==> src/hw/proxy_regs_pkg.sv <==
package proxy_regs_pkg;

    // ----------------------------------------------------------------------
    // AXI4-Lite bus widths and responses
    // ----------------------------------------------------------------------
    localparam int AXIL_ADDR_WID = 8;
    localparam int AXIL_DATA_WID = 32;

    typedef logic [1:0] axil_resp_t;

    localparam axil_resp_t RESP_OKAY   = 2'd0;
    localparam axil_resp_t RESP_SLVERR = 2'd2;

    // ----------------------------------------------------------------------
    // Register map
    // ----------------------------------------------------------------------
    // CTRL bit 0 starts playback, bit 1 enables capture
    // STATUS bit 0 is busy, upper half is the captured packet count
    typedef enum logic [AXIL_ADDR_WID-1:0] {
        REG_CTRL    = 8'h00,
        REG_PKT_LEN = 8'h04,
        REG_SEED    = 8'h08,
        REG_STATUS  = 8'h0C
    } reg_offset_t;

    // Capture window, one word per packet word
    localparam logic [AXIL_ADDR_WID-1:0] CAPTURE_BASE = 8'h40;

    // Playback settings handed from the register block to the producer
    typedef struct packed {
        logic [3:0]               len_m1;
        logic [AXIL_DATA_WID-1:0] seed;
    } playback_cfg_t;

endpackage

==> src/hw/packet_pkg.sv <==
package packet_pkg;

    // Packet word and index sizes
    localparam int PKT_DATA_WID  = 32;
    localparam int MAX_PKT_WORDS = 16;
    localparam int PKT_IDX_WID   = 4;

    // Words buffered between playback and capture
    localparam int FIFO_DEPTH = 8;

    // Width of the captured packet counter
    localparam int PKT_COUNT_WID = 16;

    typedef logic [PKT_DATA_WID-1:0] pkt_word_t;
    typedef logic [PKT_IDX_WID-1:0]  pkt_idx_t;

endpackage

==> src/hw/packet_if.sv <==
`timescale 1ns/1ps

interface packet_if;

    import packet_pkg::*;

    // Word moves on a clock edge where valid and ready are both high
    logic      valid;
    logic      ready;
    pkt_word_t data;
    logic      last;

    modport source (
        output valid,
        output data,
        output last,
        input  ready
    );

    modport sink (
        input  valid,
        input  data,
        input  last,
        output ready
    );

endinterface

==> src/hw/packet_playback.sv <==
`timescale 1ns/1ps

module packet_playback (
    input  logic                          clk,
    input  logic                          srst,
    input  logic                          i_start,
    input  proxy_regs_pkg::playback_cfg_t i_cfg,
    output logic                          o_busy,
    packet_if.source                      o_pkt
);

    import proxy_regs_pkg::*;
    import packet_pkg::*;

    typedef enum logic {
        IDLE,
        SEND
    } play_state_t;

    play_state_t   state;
    playback_cfg_t cfg_q;
    pkt_idx_t      word_idx;
    logic          is_last;
    logic          xfer;

    assign is_last = (word_idx == cfg_q.len_m1);
    assign xfer    = o_pkt.valid && o_pkt.ready;

    // ----------------------------------------------------------------------
    // Sequencer
    // ----------------------------------------------------------------------
    always_ff @(posedge clk) begin
        if (srst) begin
            state    <= IDLE;
            word_idx <= '0;
        end else begin
            case (state)
                IDLE: begin
                    // A start while sending is dropped here by design
                    if (i_start) begin
                        state    <= SEND;
                        word_idx <= '0;
                    end
                end
                SEND: begin
                    if (xfer) begin
                        word_idx <= word_idx + 1'b1;
                        if (is_last) begin
                            state <= IDLE;
                        end
                    end
                end
                default: state <= IDLE;
            endcase
        end
    end

    // Settings are frozen for the whole packet
    always_ff @(posedge clk) begin
        if (state == IDLE && i_start) begin
            cfg_q <= i_cfg;
        end
    end

    // Word i carries seed + i, wrapping at 32 bits
    assign o_pkt.valid = (state == SEND);
    assign o_pkt.data  = cfg_q.seed + pkt_word_t'(word_idx);
    assign o_pkt.last  = is_last;
    assign o_busy      = (state == SEND);

endmodule

==> src/hw/packet_fifo.sv <==
`timescale 1ns/1ps

module packet_fifo (
    input  logic     clk,
    input  logic     srst,
    packet_if.sink   i_pkt,
    packet_if.source o_pkt
);

    import packet_pkg::*;

    // Storage for data and the end-of-packet flag
    pkt_word_t data_mem [FIFO_DEPTH];
    logic      last_mem [FIFO_DEPTH];

    logic [$clog2(FIFO_DEPTH)-1:0] wr_ptr;
    logic [$clog2(FIFO_DEPTH)-1:0] rd_ptr;
    logic [$clog2(FIFO_DEPTH):0]   fill;
    logic                          push;
    logic                          pop;

    assign push = i_pkt.valid && i_pkt.ready;
    assign pop  = o_pkt.valid && o_pkt.ready;

    // ----------------------------------------------------------------------
    // Pointers and fill level
    // ----------------------------------------------------------------------
    always_ff @(posedge clk) begin
        if (srst) begin
            wr_ptr <= '0;
            rd_ptr <= '0;
            fill   <= '0;
        end else begin
            if (push) begin
                wr_ptr <= (wr_ptr == FIFO_DEPTH - 1) ? '0 : wr_ptr + 1'b1;
            end
            if (pop) begin
                rd_ptr <= (rd_ptr == FIFO_DEPTH - 1) ? '0 : rd_ptr + 1'b1;
            end
            if (push && !pop) begin
                fill <= fill + 1'b1;
            end else if (pop && !push) begin
                fill <= fill - 1'b1;
            end
        end
    end

    always_ff @(posedge clk) begin
        if (push) begin
            data_mem[wr_ptr] <= i_pkt.data;
            last_mem[wr_ptr] <= i_pkt.last;
        end
    end

    // Full stops the producer, empty hides the output
    assign i_pkt.ready = (fill != FIFO_DEPTH);
    assign o_pkt.valid = (fill != 0);
    assign o_pkt.data  = data_mem[rd_ptr];
    assign o_pkt.last  = last_mem[rd_ptr];

endmodule

==> src/hw/packet_capture.sv <==
`timescale 1ns/1ps

module packet_capture (
    input  logic                                clk,
    input  logic                                srst,
    packet_if.sink                              i_pkt,
    input  logic                                i_capture_en,
    input  packet_pkg::pkt_idx_t                i_rd_idx,
    output packet_pkg::pkt_word_t               o_rd_word,
    output logic [packet_pkg::PKT_COUNT_WID-1:0] o_pkt_count
);

    import packet_pkg::*;

    pkt_word_t cap_mem [MAX_PKT_WORDS];
    pkt_idx_t  wr_idx;
    logic      xfer;

    // Holding ready low backs the stream up into the FIFO
    assign i_pkt.ready = i_capture_en;
    assign xfer        = i_pkt.valid && i_pkt.ready;

    // ----------------------------------------------------------------------
    // Write index and packet counter
    // ----------------------------------------------------------------------
    always_ff @(posedge clk) begin
        if (srst) begin
            wr_idx      <= '0;
            o_pkt_count <= '0;
        end else if (xfer) begin
            if (i_pkt.last) begin
                // Next packet lands at the start of memory
                wr_idx      <= '0;
                o_pkt_count <= o_pkt_count + 1'b1;
            end else begin
                wr_idx <= wr_idx + 1'b1;
            end
        end
    end

    // ----------------------------------------------------------------------
    // Capture memory
    // ----------------------------------------------------------------------
    always_ff @(posedge clk) begin
        if (xfer) begin
            cap_mem[wr_idx] <= i_pkt.data;
        end
    end

    // Registered read port for the register block
    always_ff @(posedge clk) begin
        o_rd_word <= cap_mem[i_rd_idx];
    end

endmodule

==> src/hw/proxy_regs.sv <==
`timescale 1ns/1ps

module proxy_regs (
    input  logic                                      clk,
    input  logic                                      srst,
    input  logic                                      i_axil_awvalid,
    input  logic [proxy_regs_pkg::AXIL_ADDR_WID-1:0]  i_axil_awaddr,
    output logic                                      o_axil_awready,
    input  logic                                      i_axil_wvalid,
    input  logic [proxy_regs_pkg::AXIL_DATA_WID-1:0]  i_axil_wdata,
    output logic                                      o_axil_wready,
    output logic                                      o_axil_bvalid,
    output proxy_regs_pkg::axil_resp_t                o_axil_bresp,
    input  logic                                      i_axil_bready,
    input  logic                                      i_axil_arvalid,
    input  logic [proxy_regs_pkg::AXIL_ADDR_WID-1:0]  i_axil_araddr,
    output logic                                      o_axil_arready,
    output logic                                      o_axil_rvalid,
    output logic [proxy_regs_pkg::AXIL_DATA_WID-1:0]  o_axil_rdata,
    output proxy_regs_pkg::axil_resp_t                o_axil_rresp,
    input  logic                                      i_axil_rready,
    output logic                                      o_start,
    output proxy_regs_pkg::playback_cfg_t             o_cfg,
    input  logic                                      i_busy,
    output logic                                      o_capture_en,
    output packet_pkg::pkt_idx_t                      o_rd_idx,
    input  packet_pkg::pkt_word_t                     i_rd_word,
    input  logic [packet_pkg::PKT_COUNT_WID-1:0]      i_pkt_count
);

    import proxy_regs_pkg::*;
    import packet_pkg::*;

    logic                     wr_ready;
    logic                     wr_fire;
    logic                     rd_fire;
    logic                     rd_pend;
    logic [AXIL_ADDR_WID-1:0] rd_addr_q;
    reg_offset_t              wr_off;
    reg_offset_t              rd_off;

    // True for word-aligned offsets inside the capture window
    function automatic logic in_capture_window(input logic [AXIL_ADDR_WID-1:0] addr);
        return (addr >= CAPTURE_BASE) && (addr <= CAPTURE_BASE + (MAX_PKT_WORDS - 1) * 4) &&
               (addr[1:0] == 2'b00);
    endfunction

    assign wr_fire = wr_ready && i_axil_awvalid && i_axil_wvalid;
    assign rd_fire = o_axil_arready && i_axil_arvalid;
    assign wr_off  = reg_offset_t'(i_axil_awaddr);
    assign rd_off  = reg_offset_t'(rd_addr_q);

    assign o_axil_awready = wr_ready;
    assign o_axil_wready  = wr_ready;

    // Capture memory is addressed straight from the AR channel
    assign o_rd_idx = i_axil_araddr[PKT_IDX_WID+1:2];

    // ----------------------------------------------------------------------
    // Write channel and configuration registers
    // ----------------------------------------------------------------------
    always_ff @(posedge clk) begin
        if (srst) begin
            wr_ready      <= 1'b0;
            o_axil_bvalid <= 1'b0;
            o_start       <= 1'b0;
            o_capture_en  <= 1'b0;
            o_cfg         <= '0;
        end else begin
            wr_ready <= i_axil_awvalid && i_axil_wvalid && !wr_ready && !o_axil_bvalid;
            o_start  <= 1'b0;
            if (o_axil_bvalid && i_axil_bready) begin
                o_axil_bvalid <= 1'b0;
            end
            if (wr_fire) begin
                o_axil_bvalid <= 1'b1;
                o_axil_bresp  <= RESP_OKAY;
                case (wr_off)
                    REG_CTRL: begin
                        o_start      <= i_axil_wdata[0];
                        o_capture_en <= i_axil_wdata[1];
                    end
                    REG_PKT_LEN: o_cfg.len_m1 <= i_axil_wdata[3:0];
                    REG_SEED:    o_cfg.seed   <= i_axil_wdata;
                    // Read only, write has no effect
                    REG_STATUS:  o_axil_bresp <= RESP_OKAY;
                    default: begin
                        if (!in_capture_window(i_axil_awaddr)) begin
                            o_axil_bresp <= RESP_SLVERR;
                        end
                    end
                endcase
            end
        end
    end

    // ----------------------------------------------------------------------
    // Read channel
    // ----------------------------------------------------------------------
    always_ff @(posedge clk) begin
        if (srst) begin
            o_axil_arready <= 1'b0;
            o_axil_rvalid  <= 1'b0;
            rd_pend        <= 1'b0;
        end else begin
            o_axil_arready <= i_axil_arvalid && !o_axil_arready && !rd_pend && !o_axil_rvalid;
            rd_pend        <= rd_fire;
            if (o_axil_rvalid && i_axil_rready) begin
                o_axil_rvalid <= 1'b0;
            end
            if (rd_pend) begin
                o_axil_rvalid <= 1'b1;
            end
        end
    end

    // Read data is built once the capture word is back
    always_ff @(posedge clk) begin
        if (rd_fire) begin
            rd_addr_q <= i_axil_araddr;
        end
        if (rd_pend) begin
            o_axil_rresp <= RESP_OKAY;
            case (rd_off)
                REG_CTRL:    o_axil_rdata <= {{(AXIL_DATA_WID-2){1'b0}}, o_capture_en, 1'b0};
                REG_PKT_LEN: o_axil_rdata <= {{(AXIL_DATA_WID-4){1'b0}}, o_cfg.len_m1};
                REG_SEED:    o_axil_rdata <= o_cfg.seed;
                REG_STATUS: begin
                    o_axil_rdata <= {i_pkt_count, {(AXIL_DATA_WID-PKT_COUNT_WID-1){1'b0}}, i_busy};
                end
                default: begin
                    if (in_capture_window(rd_addr_q)) begin
                        o_axil_rdata <= i_rd_word;
                    end else begin
                        o_axil_rdata <= '0;
                        o_axil_rresp <= RESP_SLVERR;
                    end
                end
            endcase
        end
    end

endmodule

==> src/hw/proxy_top.sv <==
`timescale 1ns/1ps

module proxy_top (
    input  logic                                     clk,
    input  logic                                     srst,
    input  logic                                     i_axil_awvalid,
    input  logic [proxy_regs_pkg::AXIL_ADDR_WID-1:0] i_axil_awaddr,
    output logic                                     o_axil_awready,
    input  logic                                     i_axil_wvalid,
    input  logic [proxy_regs_pkg::AXIL_DATA_WID-1:0] i_axil_wdata,
    output logic                                     o_axil_wready,
    output logic                                     o_axil_bvalid,
    output proxy_regs_pkg::axil_resp_t               o_axil_bresp,
    input  logic                                     i_axil_bready,
    input  logic                                     i_axil_arvalid,
    input  logic [proxy_regs_pkg::AXIL_ADDR_WID-1:0] i_axil_araddr,
    output logic                                     o_axil_arready,
    output logic                                     o_axil_rvalid,
    output logic [proxy_regs_pkg::AXIL_DATA_WID-1:0] o_axil_rdata,
    output proxy_regs_pkg::axil_resp_t               o_axil_rresp,
    input  logic                                     i_axil_rready
);

    import proxy_regs_pkg::*;
    import packet_pkg::*;

    logic                     start;
    playback_cfg_t            cfg;
    logic                     busy;
    logic                     capture_en;
    pkt_idx_t                 rd_idx;
    pkt_word_t                rd_word;
    logic [PKT_COUNT_WID-1:0] pkt_count;

    // Playback to FIFO, FIFO to capture
    packet_if play_if ();
    packet_if cap_if ();

    // ----------------------------------------------------------------------
    // Register slave
    // ----------------------------------------------------------------------
    proxy_regs proxy_regs_i (
        .clk,
        .srst,
        .i_axil_awvalid,
        .i_axil_awaddr,
        .o_axil_awready,
        .i_axil_wvalid,
        .i_axil_wdata,
        .o_axil_wready,
        .o_axil_bvalid,
        .o_axil_bresp,
        .i_axil_bready,
        .i_axil_arvalid,
        .i_axil_araddr,
        .o_axil_arready,
        .o_axil_rvalid,
        .o_axil_rdata,
        .o_axil_rresp,
        .i_axil_rready,
        .o_start      ( start ),
        .o_cfg        ( cfg ),
        .i_busy       ( busy ),
        .o_capture_en ( capture_en ),
        .o_rd_idx     ( rd_idx ),
        .i_rd_word    ( rd_word ),
        .i_pkt_count  ( pkt_count )
    );

    // ----------------------------------------------------------------------
    // Packet path
    // ----------------------------------------------------------------------
    packet_playback packet_playback_i (
        .clk,
        .srst,
        .i_start ( start ),
        .i_cfg   ( cfg ),
        .o_busy  ( busy ),
        .o_pkt   ( play_if )
    );

    packet_fifo packet_fifo_i (
        .clk,
        .srst,
        .i_pkt ( play_if ),
        .o_pkt ( cap_if )
    );

    packet_capture packet_capture_i (
        .clk,
        .srst,
        .i_pkt        ( cap_if ),
        .i_capture_en ( capture_en ),
        .i_rd_idx     ( rd_idx ),
        .o_rd_word    ( rd_word ),
        .o_pkt_count  ( pkt_count )
    );

endmodule

==> config.mk <==
export PLATFORM = sky130hd
export DESIGN_NAME = proxy_top
export DESIGN_NICKNAME = d
export VERILOG_FILES = /design/src/hw/proxy_regs_pkg.sv /design/src/hw/packet_pkg.sv /design/src/hw/packet_if.sv /design/src/hw/packet_playback.sv /design/src/hw/packet_fifo.sv /design/src/hw/packet_capture.sv /design/src/hw/proxy_regs.sv /design/src/hw/proxy_top.sv
export SDC_FILE = /design/constraint.sdc
export NUM_CORES = 1
export LEC_CHECK = 0
export BUFFER_PORTS_ARGS = -buffer_cell sky130_fd_sc_hd__buf_2
export CAP_MARGIN = 20
export CORE_MARGIN = 3
export CORE_UTILIZATION = 60
export DETAILED_ROUTE_END_ITERATION = 10
export GPL_ROUTABILITY_DRIVEN = 0
export GPL_TIMING_DRIVEN = 0
export PLACE_DENSITY_LB_ADDON = 0.08
export SYNTH_ARGS = -nofsm -noshare
export SYNTH_HDL_FRONTEND = slang
export SYNTH_HIERARCHICAL = 1
export SYNTH_SLANG_ARGS = --single-unit
==> constraint.sdc <==
create_clock -name clk -period 6 [get_ports clk]
set_input_delay 1.2 -clock clk [delete_from_list [all_inputs] [get_ports clk]]
set_output_delay 1.2 -clock clk [all_outputs]
set_load 0.01 [all_outputs]
Yosys cells after proc, flatten, opt, wreduce, memory -nomap -nowiden
Memories as Yosys holds them, arrays and structs flattened. A register that Yosys moved wholly into a read port is not among the register bits.
Index checks and enable logic that the tools add are counted.
- register bits: 158
- bits in writable memories: 776
- bits of input ports: 55
- output and inout port bits: 41
- memories kept: 3
- $add $sub $neg: 8
- order comparisons: 4
- equal/unequal tests: 12
- multiplexer cells: 28
- bitwise gates (word level): 4
- reductions and logical operators: 44
- memories (memory ; depth ; width ; read ports ; clocked after Yosys merged registers in ; wr ports ; RTL line ; RTL):
    packet_capture_i.cap_mem ; 16 ; 32 ; 1 ; 1 ; 1 ; packet_capture.sv:15 ; pkt_word_t cap_mem [MAX_PKT_WORDS];
    packet_fifo_i.data_mem ; 8 ; 32 ; 1 ; 1 ; 1 ; packet_fifo.sv:13 ; pkt_word_t data_mem [FIFO_DEPTH];
    packet_fifo_i.last_mem ; 8 ; 1 ; 1 ; 1 ; 1 ; packet_fifo.sv:14 ; logic last_mem [FIFO_DEPTH];
- operators by type and width (operator ; number):
    $pmux 32 s4 ; 1
    $add 32x4->32 ; 1
    $eq 8x4->1 const B ; 4
    $mux 32 ; 1
    $logic_and 1x1->1 ; 20
    $mux 4 ; 5
    $mux 3 ; 6
    $add 16x1->16 const B ; 1
    $eq 8x3->1 const B ; 2
    $ge 8x7->1 const B ; 2
    $le 8x7->1 const B ; 2
    $logic_not 8->1 ; 2
    $add 4x1->4 const B ; 3
    $reduce_and 2->1 ; 6
    $mux 1 ; 11
    $pmux 4 s2 ; 1
    $reduce_or 4->1 ; 2
    $logic_not 1->1 ; 7
    $add 3x1->3 const B ; 2
    $eq 3x3->1 const B ; 2
    $reduce_bool 2->1 ; 3
    $eq 4x4->1 ; 1
    $logic_not 2->1 ; 2
    $mux 2 ; 2
    8 further kinds ; 11

Longest topological paths before layout
- word-level depth: 6
- depth in mapped cells: 10
- mapped depth without buffers: 10

Cells and area by module
The synthesis kept the hierarchy.
- by module, submodules not included (module ; times used ; cells an instance ; area an instance (um2)):
    packet_capture ; 1 ; 954 ; 20789.9
    packet_fifo ; 1 ; 456 ; 10587.7
    proxy_regs ; 1 ; 333 ; 3761.1
    packet_playback ; 1 ; 170 ; 2092.0

Least setup slack after synthesis
Ideal clock, no wire load.
- path type: register to register
- start point: reg packet_fifo_i.fill[0]
- end point: mem packet_fifo_i/data_mem[0][0] in the netlist's numbering, enable pin
- arrival time: 3.933 ns
- data required time: 5.494 ns
- setup slack: 1.561 ns
- cell stages (with the launch flop): 4
- buffers on the path: 0
- clock period less this slack: 4.439 ns
- path through: dfxtp_1 -> or4b_1 -> nand2_2 -> nor4_1
- cells in the longest elaborated chain, start to end: 4
- ends and longest elaborated chain (item ; RTL line ; RTL):
    from (decl) ; packet_fifo.sv:18 ; logic [$clog2(FIFO_DEPTH):0] fill;
    from (signal assigned) ; packet_fifo.sv:41 ; fill <= fill + 1'b1;
    from (signal assigned) ; packet_fifo.sv:43 ; fill <= fill - 1'b1;
    $ne 4x4->1 ; packet_fifo.sv:56 ; assign i_pkt.ready = (fill != FIFO_DEPTH);
    net play_if.ready ; packet_if.sv:9 ; logic ready;
    $logic_and 1x1->1 ; packet_fifo.sv:22 ; assign push = i_pkt.valid && i_pkt.ready;
    $mux 1 ; packet_fifo.sv:49 ; if (push) begin
    $mux 1 (implied by the code) ; packet_fifo.sv:50 ; data_mem[wr_ptr] <= i_pkt.data;
    to (decl) ; packet_fifo.sv:13 ;
The timed path passes the listed nets, and every way through them passes these cells.

Worst setup path in the final report
- start point: reg packet_playback_i.word_idx[1]
- end point: mem packet_fifo_i/data_mem[0][7] in the netlist's numbering (data pin)
- cells in the longest elaborated chain, start to end: 1
- ends and longest elaborated chain (item ; RTL line ; RTL):
    from (decl) ; packet_playback.sv:22 ; pkt_idx_t word_idx;
    from (signal assigned) ; packet_playback.sv:47 ; word_idx <= word_idx + 1'b1;
    $add 32x4->32 ; packet_playback.sv:67 ; assign o_pkt.data = cfg_q.seed + pkt_word_t'(word_idx);
    net play_if.data[7] ; packet_if.sv:10 ; pkt_word_t data;
The timed path passes the listed nets, and every way through them passes these cells.

==> metrics.csv <==
stage;metric;value;unit
placement;Placed Cells;2886;
timing;Max Freq;295;MHz
placement;detailed placement HPWL;60.3;mm
timing;Final Hold Fails;0;
power;pwr/cell area;307;nW/um^2
routing;DR WL met2;42.7;mm
worst_setup_path;crit start category;flop;
logic_synthesis;Synth Flop Type;edfxtp_1;
floorplan;die height;255;um
worst_setup_path;cells along the critical path;ha_1 -> a21oi_1 -> a2bb2oi_1 -> clkbuf_1 -> nor2_1 -> xor2_1;
routing;DR top layer;met4;
placement;count of input and output buffers;93;
worst_setup_path;Worst Path Max Fanout;10;
timing;setup_tns;0;ns
finish;synth-to-layout area growth;14.2;%
finish;final instance area;42500;sq um
worst_setup_path;worst path bufs/invs;1;
grt;initial antenna violation count;0;
routing;via/cell ratio;6.39;
clock_network;Root Buffer;clkbuf_16;
finish;layout cell share with drive strength beyond 1;26.3;%
power;Leakage;13.5;nW
routing;vias post-DR;19600;
logic_synthesis;top-area cell type share of the netlist area;68.9;%
routing;Post-DRT Antenna Nets;0;
floorplan;boundary pin count;96;
grt;vias in the first global route;19600;
timing;clock period minus worst slack;3.39;ns
clock_network;Resize count post-CTS;0;
worst_setup_path;Worst EP required;6.34;ns
worst_setup_path;WS Path Type;flop to flop;
finish;Nets;2228;
clock_network;CTS hold repair buffers;0;
grt;total gr overflow;0;
logic_synthesis;synthesized flop and latch total;967;
floorplan;Starting Density;61.1;%
logic_synthesis;Seq/Total Area, Yosys;75.0;%
clock_network;CTS Buf Count;93;
timing;fin worst setup slack;2.61;ns
logic_synthesis;count of yosys warnings during synthesis;6;
flow_run;MaxCap Viol Count;0;
worst_setup_path;slowest CP cell;a2bb2oi_1;
routing;drc violations;0;
worst_setup_path;critical path endpoint category;flop;
finish;Final Util;69.8;%
logic_synthesis;Synth async-reset ratio;0;%
routing;initial drt markers;1961;
timing;Slew Viols, Final;0;
grt;largest net degree at the start of global routing;28;
logic_synthesis;Syn Area/Cell;19.5;sq um
floorplan;die area;65100;sq um
timing;clk_skew;0.0206;ns
logic_synthesis;Cell variety after synth;67;
logic_synthesis;top post-synthesis cells by area;edfxtp_1, mux4_2, dfxtp_1;
grt;first-pass GRT wire length;126;mm
timing;hold slack;0.442;ns
logic_synthesis;area leader, netlist;edfxtp_1;
routing;final WL;86.6;mm
clock_network;clock sinks;967;
routing;drt first pass iters;5;
routing;WL met1;34.5;mm
clock_network;setup bufs post-CTS;0;
routing;Routed wire per std cell;28.3;um
timing;Rel. slew slack;28.9;%
placement;Placement Cell Area;39600;sq um
power;PnR Total Power;13.1;mW
worst_setup_path;signal arrival time at the worst endpoint;3.73;ns
timing;period utilization;56.5;%
routing;met3 WL;6.38;mm
timing;RSZ-0062 raised after global routing;no;
timing;Slew @ Worst Pin;1.07;ns
logic_synthesis;Mapped Cells;1913;
timing;Setup Viol. Count Final;0;
clock_network;CTS tree;yes;
worst_setup_path;cell family with most CP delay;compound AO/OA/AOI/OAI gates;
clock_network;H-tree depth;3;
min_path;worst min path class;flop to flop;
logic_synthesis;Cell Area, Synth;37200;sq um
power;Worst VDD drop;199;uV
clock_network;Clk pin slew, worst setup/hold paths;0.06;ns
finish;fin cells;3061;
clock_network;worst skew pair latency;0.64;ns
grt;Tot GR Track Use;27.2;%
worst_setup_path;CP peak stage delay;0.76;ns
placement;dpl ws;2.20;ns
logic_synthesis;number of synthesized flops with an enable pin;854;
floorplan;Core Box Area;60900;sq um
floorplan;Die Width;255;um
run_status;status;finished, final reports clean;
clock_network;deepest clock path buffer count;3;
floorplan;# rows;90;
## final cells by class
cell class | instances | area, sq um
Sequential cell | 967 | 27900
Fill cell | 3843 | 18400
Multi-Input combinational cell | 813 | 8850
Clock buffer | 119 | 2450
Timing Repair Buffer | 145 | 1200
Tap cell | 828 | 1040
Buffer | 119 | 589
Clock inverter | 54 | 407
Inverter | 15 | 56.3
Antenna cell | 1 | 2.50
## layout by cell type (no fill, tap or decap), types with 17 or more instances in the layout
| cell type | n |
|---|---|
| buf_2 | 122 |
| nor2_1 | 38 |
| edfxtp_1 | 854 |
| buf_6 | 27 |
| ha_1 | 17 |
| o31ai_1 | 36 |
| clkbuf_1 | 94 |
| nand3_1 | 18 |
| a221o_1 | 19 |
| nand4_1 | 43 |
| mux4_2 | 187 |
| and2_1 | 19 |
| clkinv_1 | 22 |
| a22oi_1 | 64 |
| xnor2_1 | 18 |
| a21oi_1 | 57 |
| buf_4 | 20 |
| mux2_2 | 34 |
| xor2_1 | 28 |
| dfxtp_1 | 112 |
| nand2_1 | 64 |
| clkbuf_16 | 94 |
## logic make-up after synthesis
group | after synthesis | synth area share (%)
buffers and inverters | 134 | 1.73
other | 1 | 0.0101
DFF | 967 | 75.0
muxes | 234 | 13.0
AOI/OAI and AO/OA | 210 | 3.97
xor gates and xnor gates | 46 | 1.08
adders and majority gates | 19 | 0.679
and+or+nand+nor | 302 | 4.57
## power by group
group / switching, mW / internal (mW)
logic: 0.182 / 0.126
clock network: 2.39 / 3.10
registers: 0.0126 / 7.24
## path summary, 6_finish.rpt
path | start | to | slack [ns] | cells after the start
setup / recovery | packet_playback_i/word_idx[1]$_SDFFE_PP0P_ | packet_fifo_i/data_mem[0][7]$_DFFE_PP_ | 2.61 | 6
hold reg to reg | proxy_regs_i/o_cfg[35]$_SDFFE_PP0P_ | packet_playback_i/cfg_q[35]$_DFFE_PP_ | 0.44 | 0
hold / removal | proxy_regs_i/o_cfg[35]$_SDFFE_PP0P_ | packet_playback_i/cfg_q[35]$_DFFE_PP_ | 0.44 | 0
setup reg to reg | packet_playback_i/word_idx[1]$_SDFFE_PP0P_ | packet_fifo_i/data_mem[0][7]$_DFFE_PP_ | 2.61 | 6
## flip-flops by register name, indices dropped and copies added (netlist names), named ones only
| register | count |
|---|---|
| packet_playback_i/word_idx | 4 |
| packet_fifo_i/last_mem | 8 |
| proxy_regs_i/o_axil_rvalid | 1 |
| packet_playback_i/o_busy | 1 |
| proxy_regs_i/o_axil_arready | 1 |
| proxy_regs_i/o_axil_bresp | 1 |
| proxy_regs_i/o_cfg | 36 |
| proxy_regs_i/rd_pend | 1 |
| proxy_regs_i/o_axil_bvalid | 1 |
| packet_capture_i/wr_idx | 4 |
| proxy_regs_i/o_axil_rdata | 32 |
| proxy_regs_i/o_axil_rresp | 1 |
| packet_fifo_i/data_mem | 256 |
| packet_capture_i/o_pkt_count | 16 |
| packet_capture_i/o_rd_word | 32 |
| packet_fifo_i/rd_ptr | 3 |
| proxy_regs_i/rd_addr_q | 8 |
| packet_capture_i/cap_mem | 512 |
| packet_playback_i/cfg_q | 36 |
| packet_fifo_i/wr_ptr | 3 |
| proxy_regs_i/o_capture_en | 1 |
| proxy_regs_i/o_axil_awready | 1 |
| proxy_regs_i/o_start | 1 |
| packet_fifo_i/fill | 4 |
## synthesized netlist by cell type (17+ instances only)
master    count
xnor2_1      18
a21oi_1      57
edfxtp_1    854
a221o_1      19
nand3_1      18
mux2_2       34
nand4_1      43
dfxtp_1     113
ha_1         17
a22oi_1      64
nor2_1       53
nand2_1      64
xor2_1       28
buf_2        28
o31ai_1      36
and2_1       19
nor3_1       23
mux4_2      187
clkbuf_1     69
## worst reg2reg max path, cell delays in order, from the launching register on
cell       delay [ns]
dfxtp_1          0.48
ha_1             0.30
a21oi_1          0.18
a2bb2oi_1        0.76
clkbuf_1         0.60
nor2_1           0.14
xor2_1           0.64
## layer usage
| metal | vias up | global-route usage, % |
|---|---|---|
| li1 | 8325 | - |
| met1 | 10200 | 37.6 |
| met2 | 826 | 44.8 |
| met3 | 178 | 4.39 |
| met4 | 0 | 9.68 |
| met5 | - | 0 |
No activity file was read; power rests on OpenSTA's default activity.
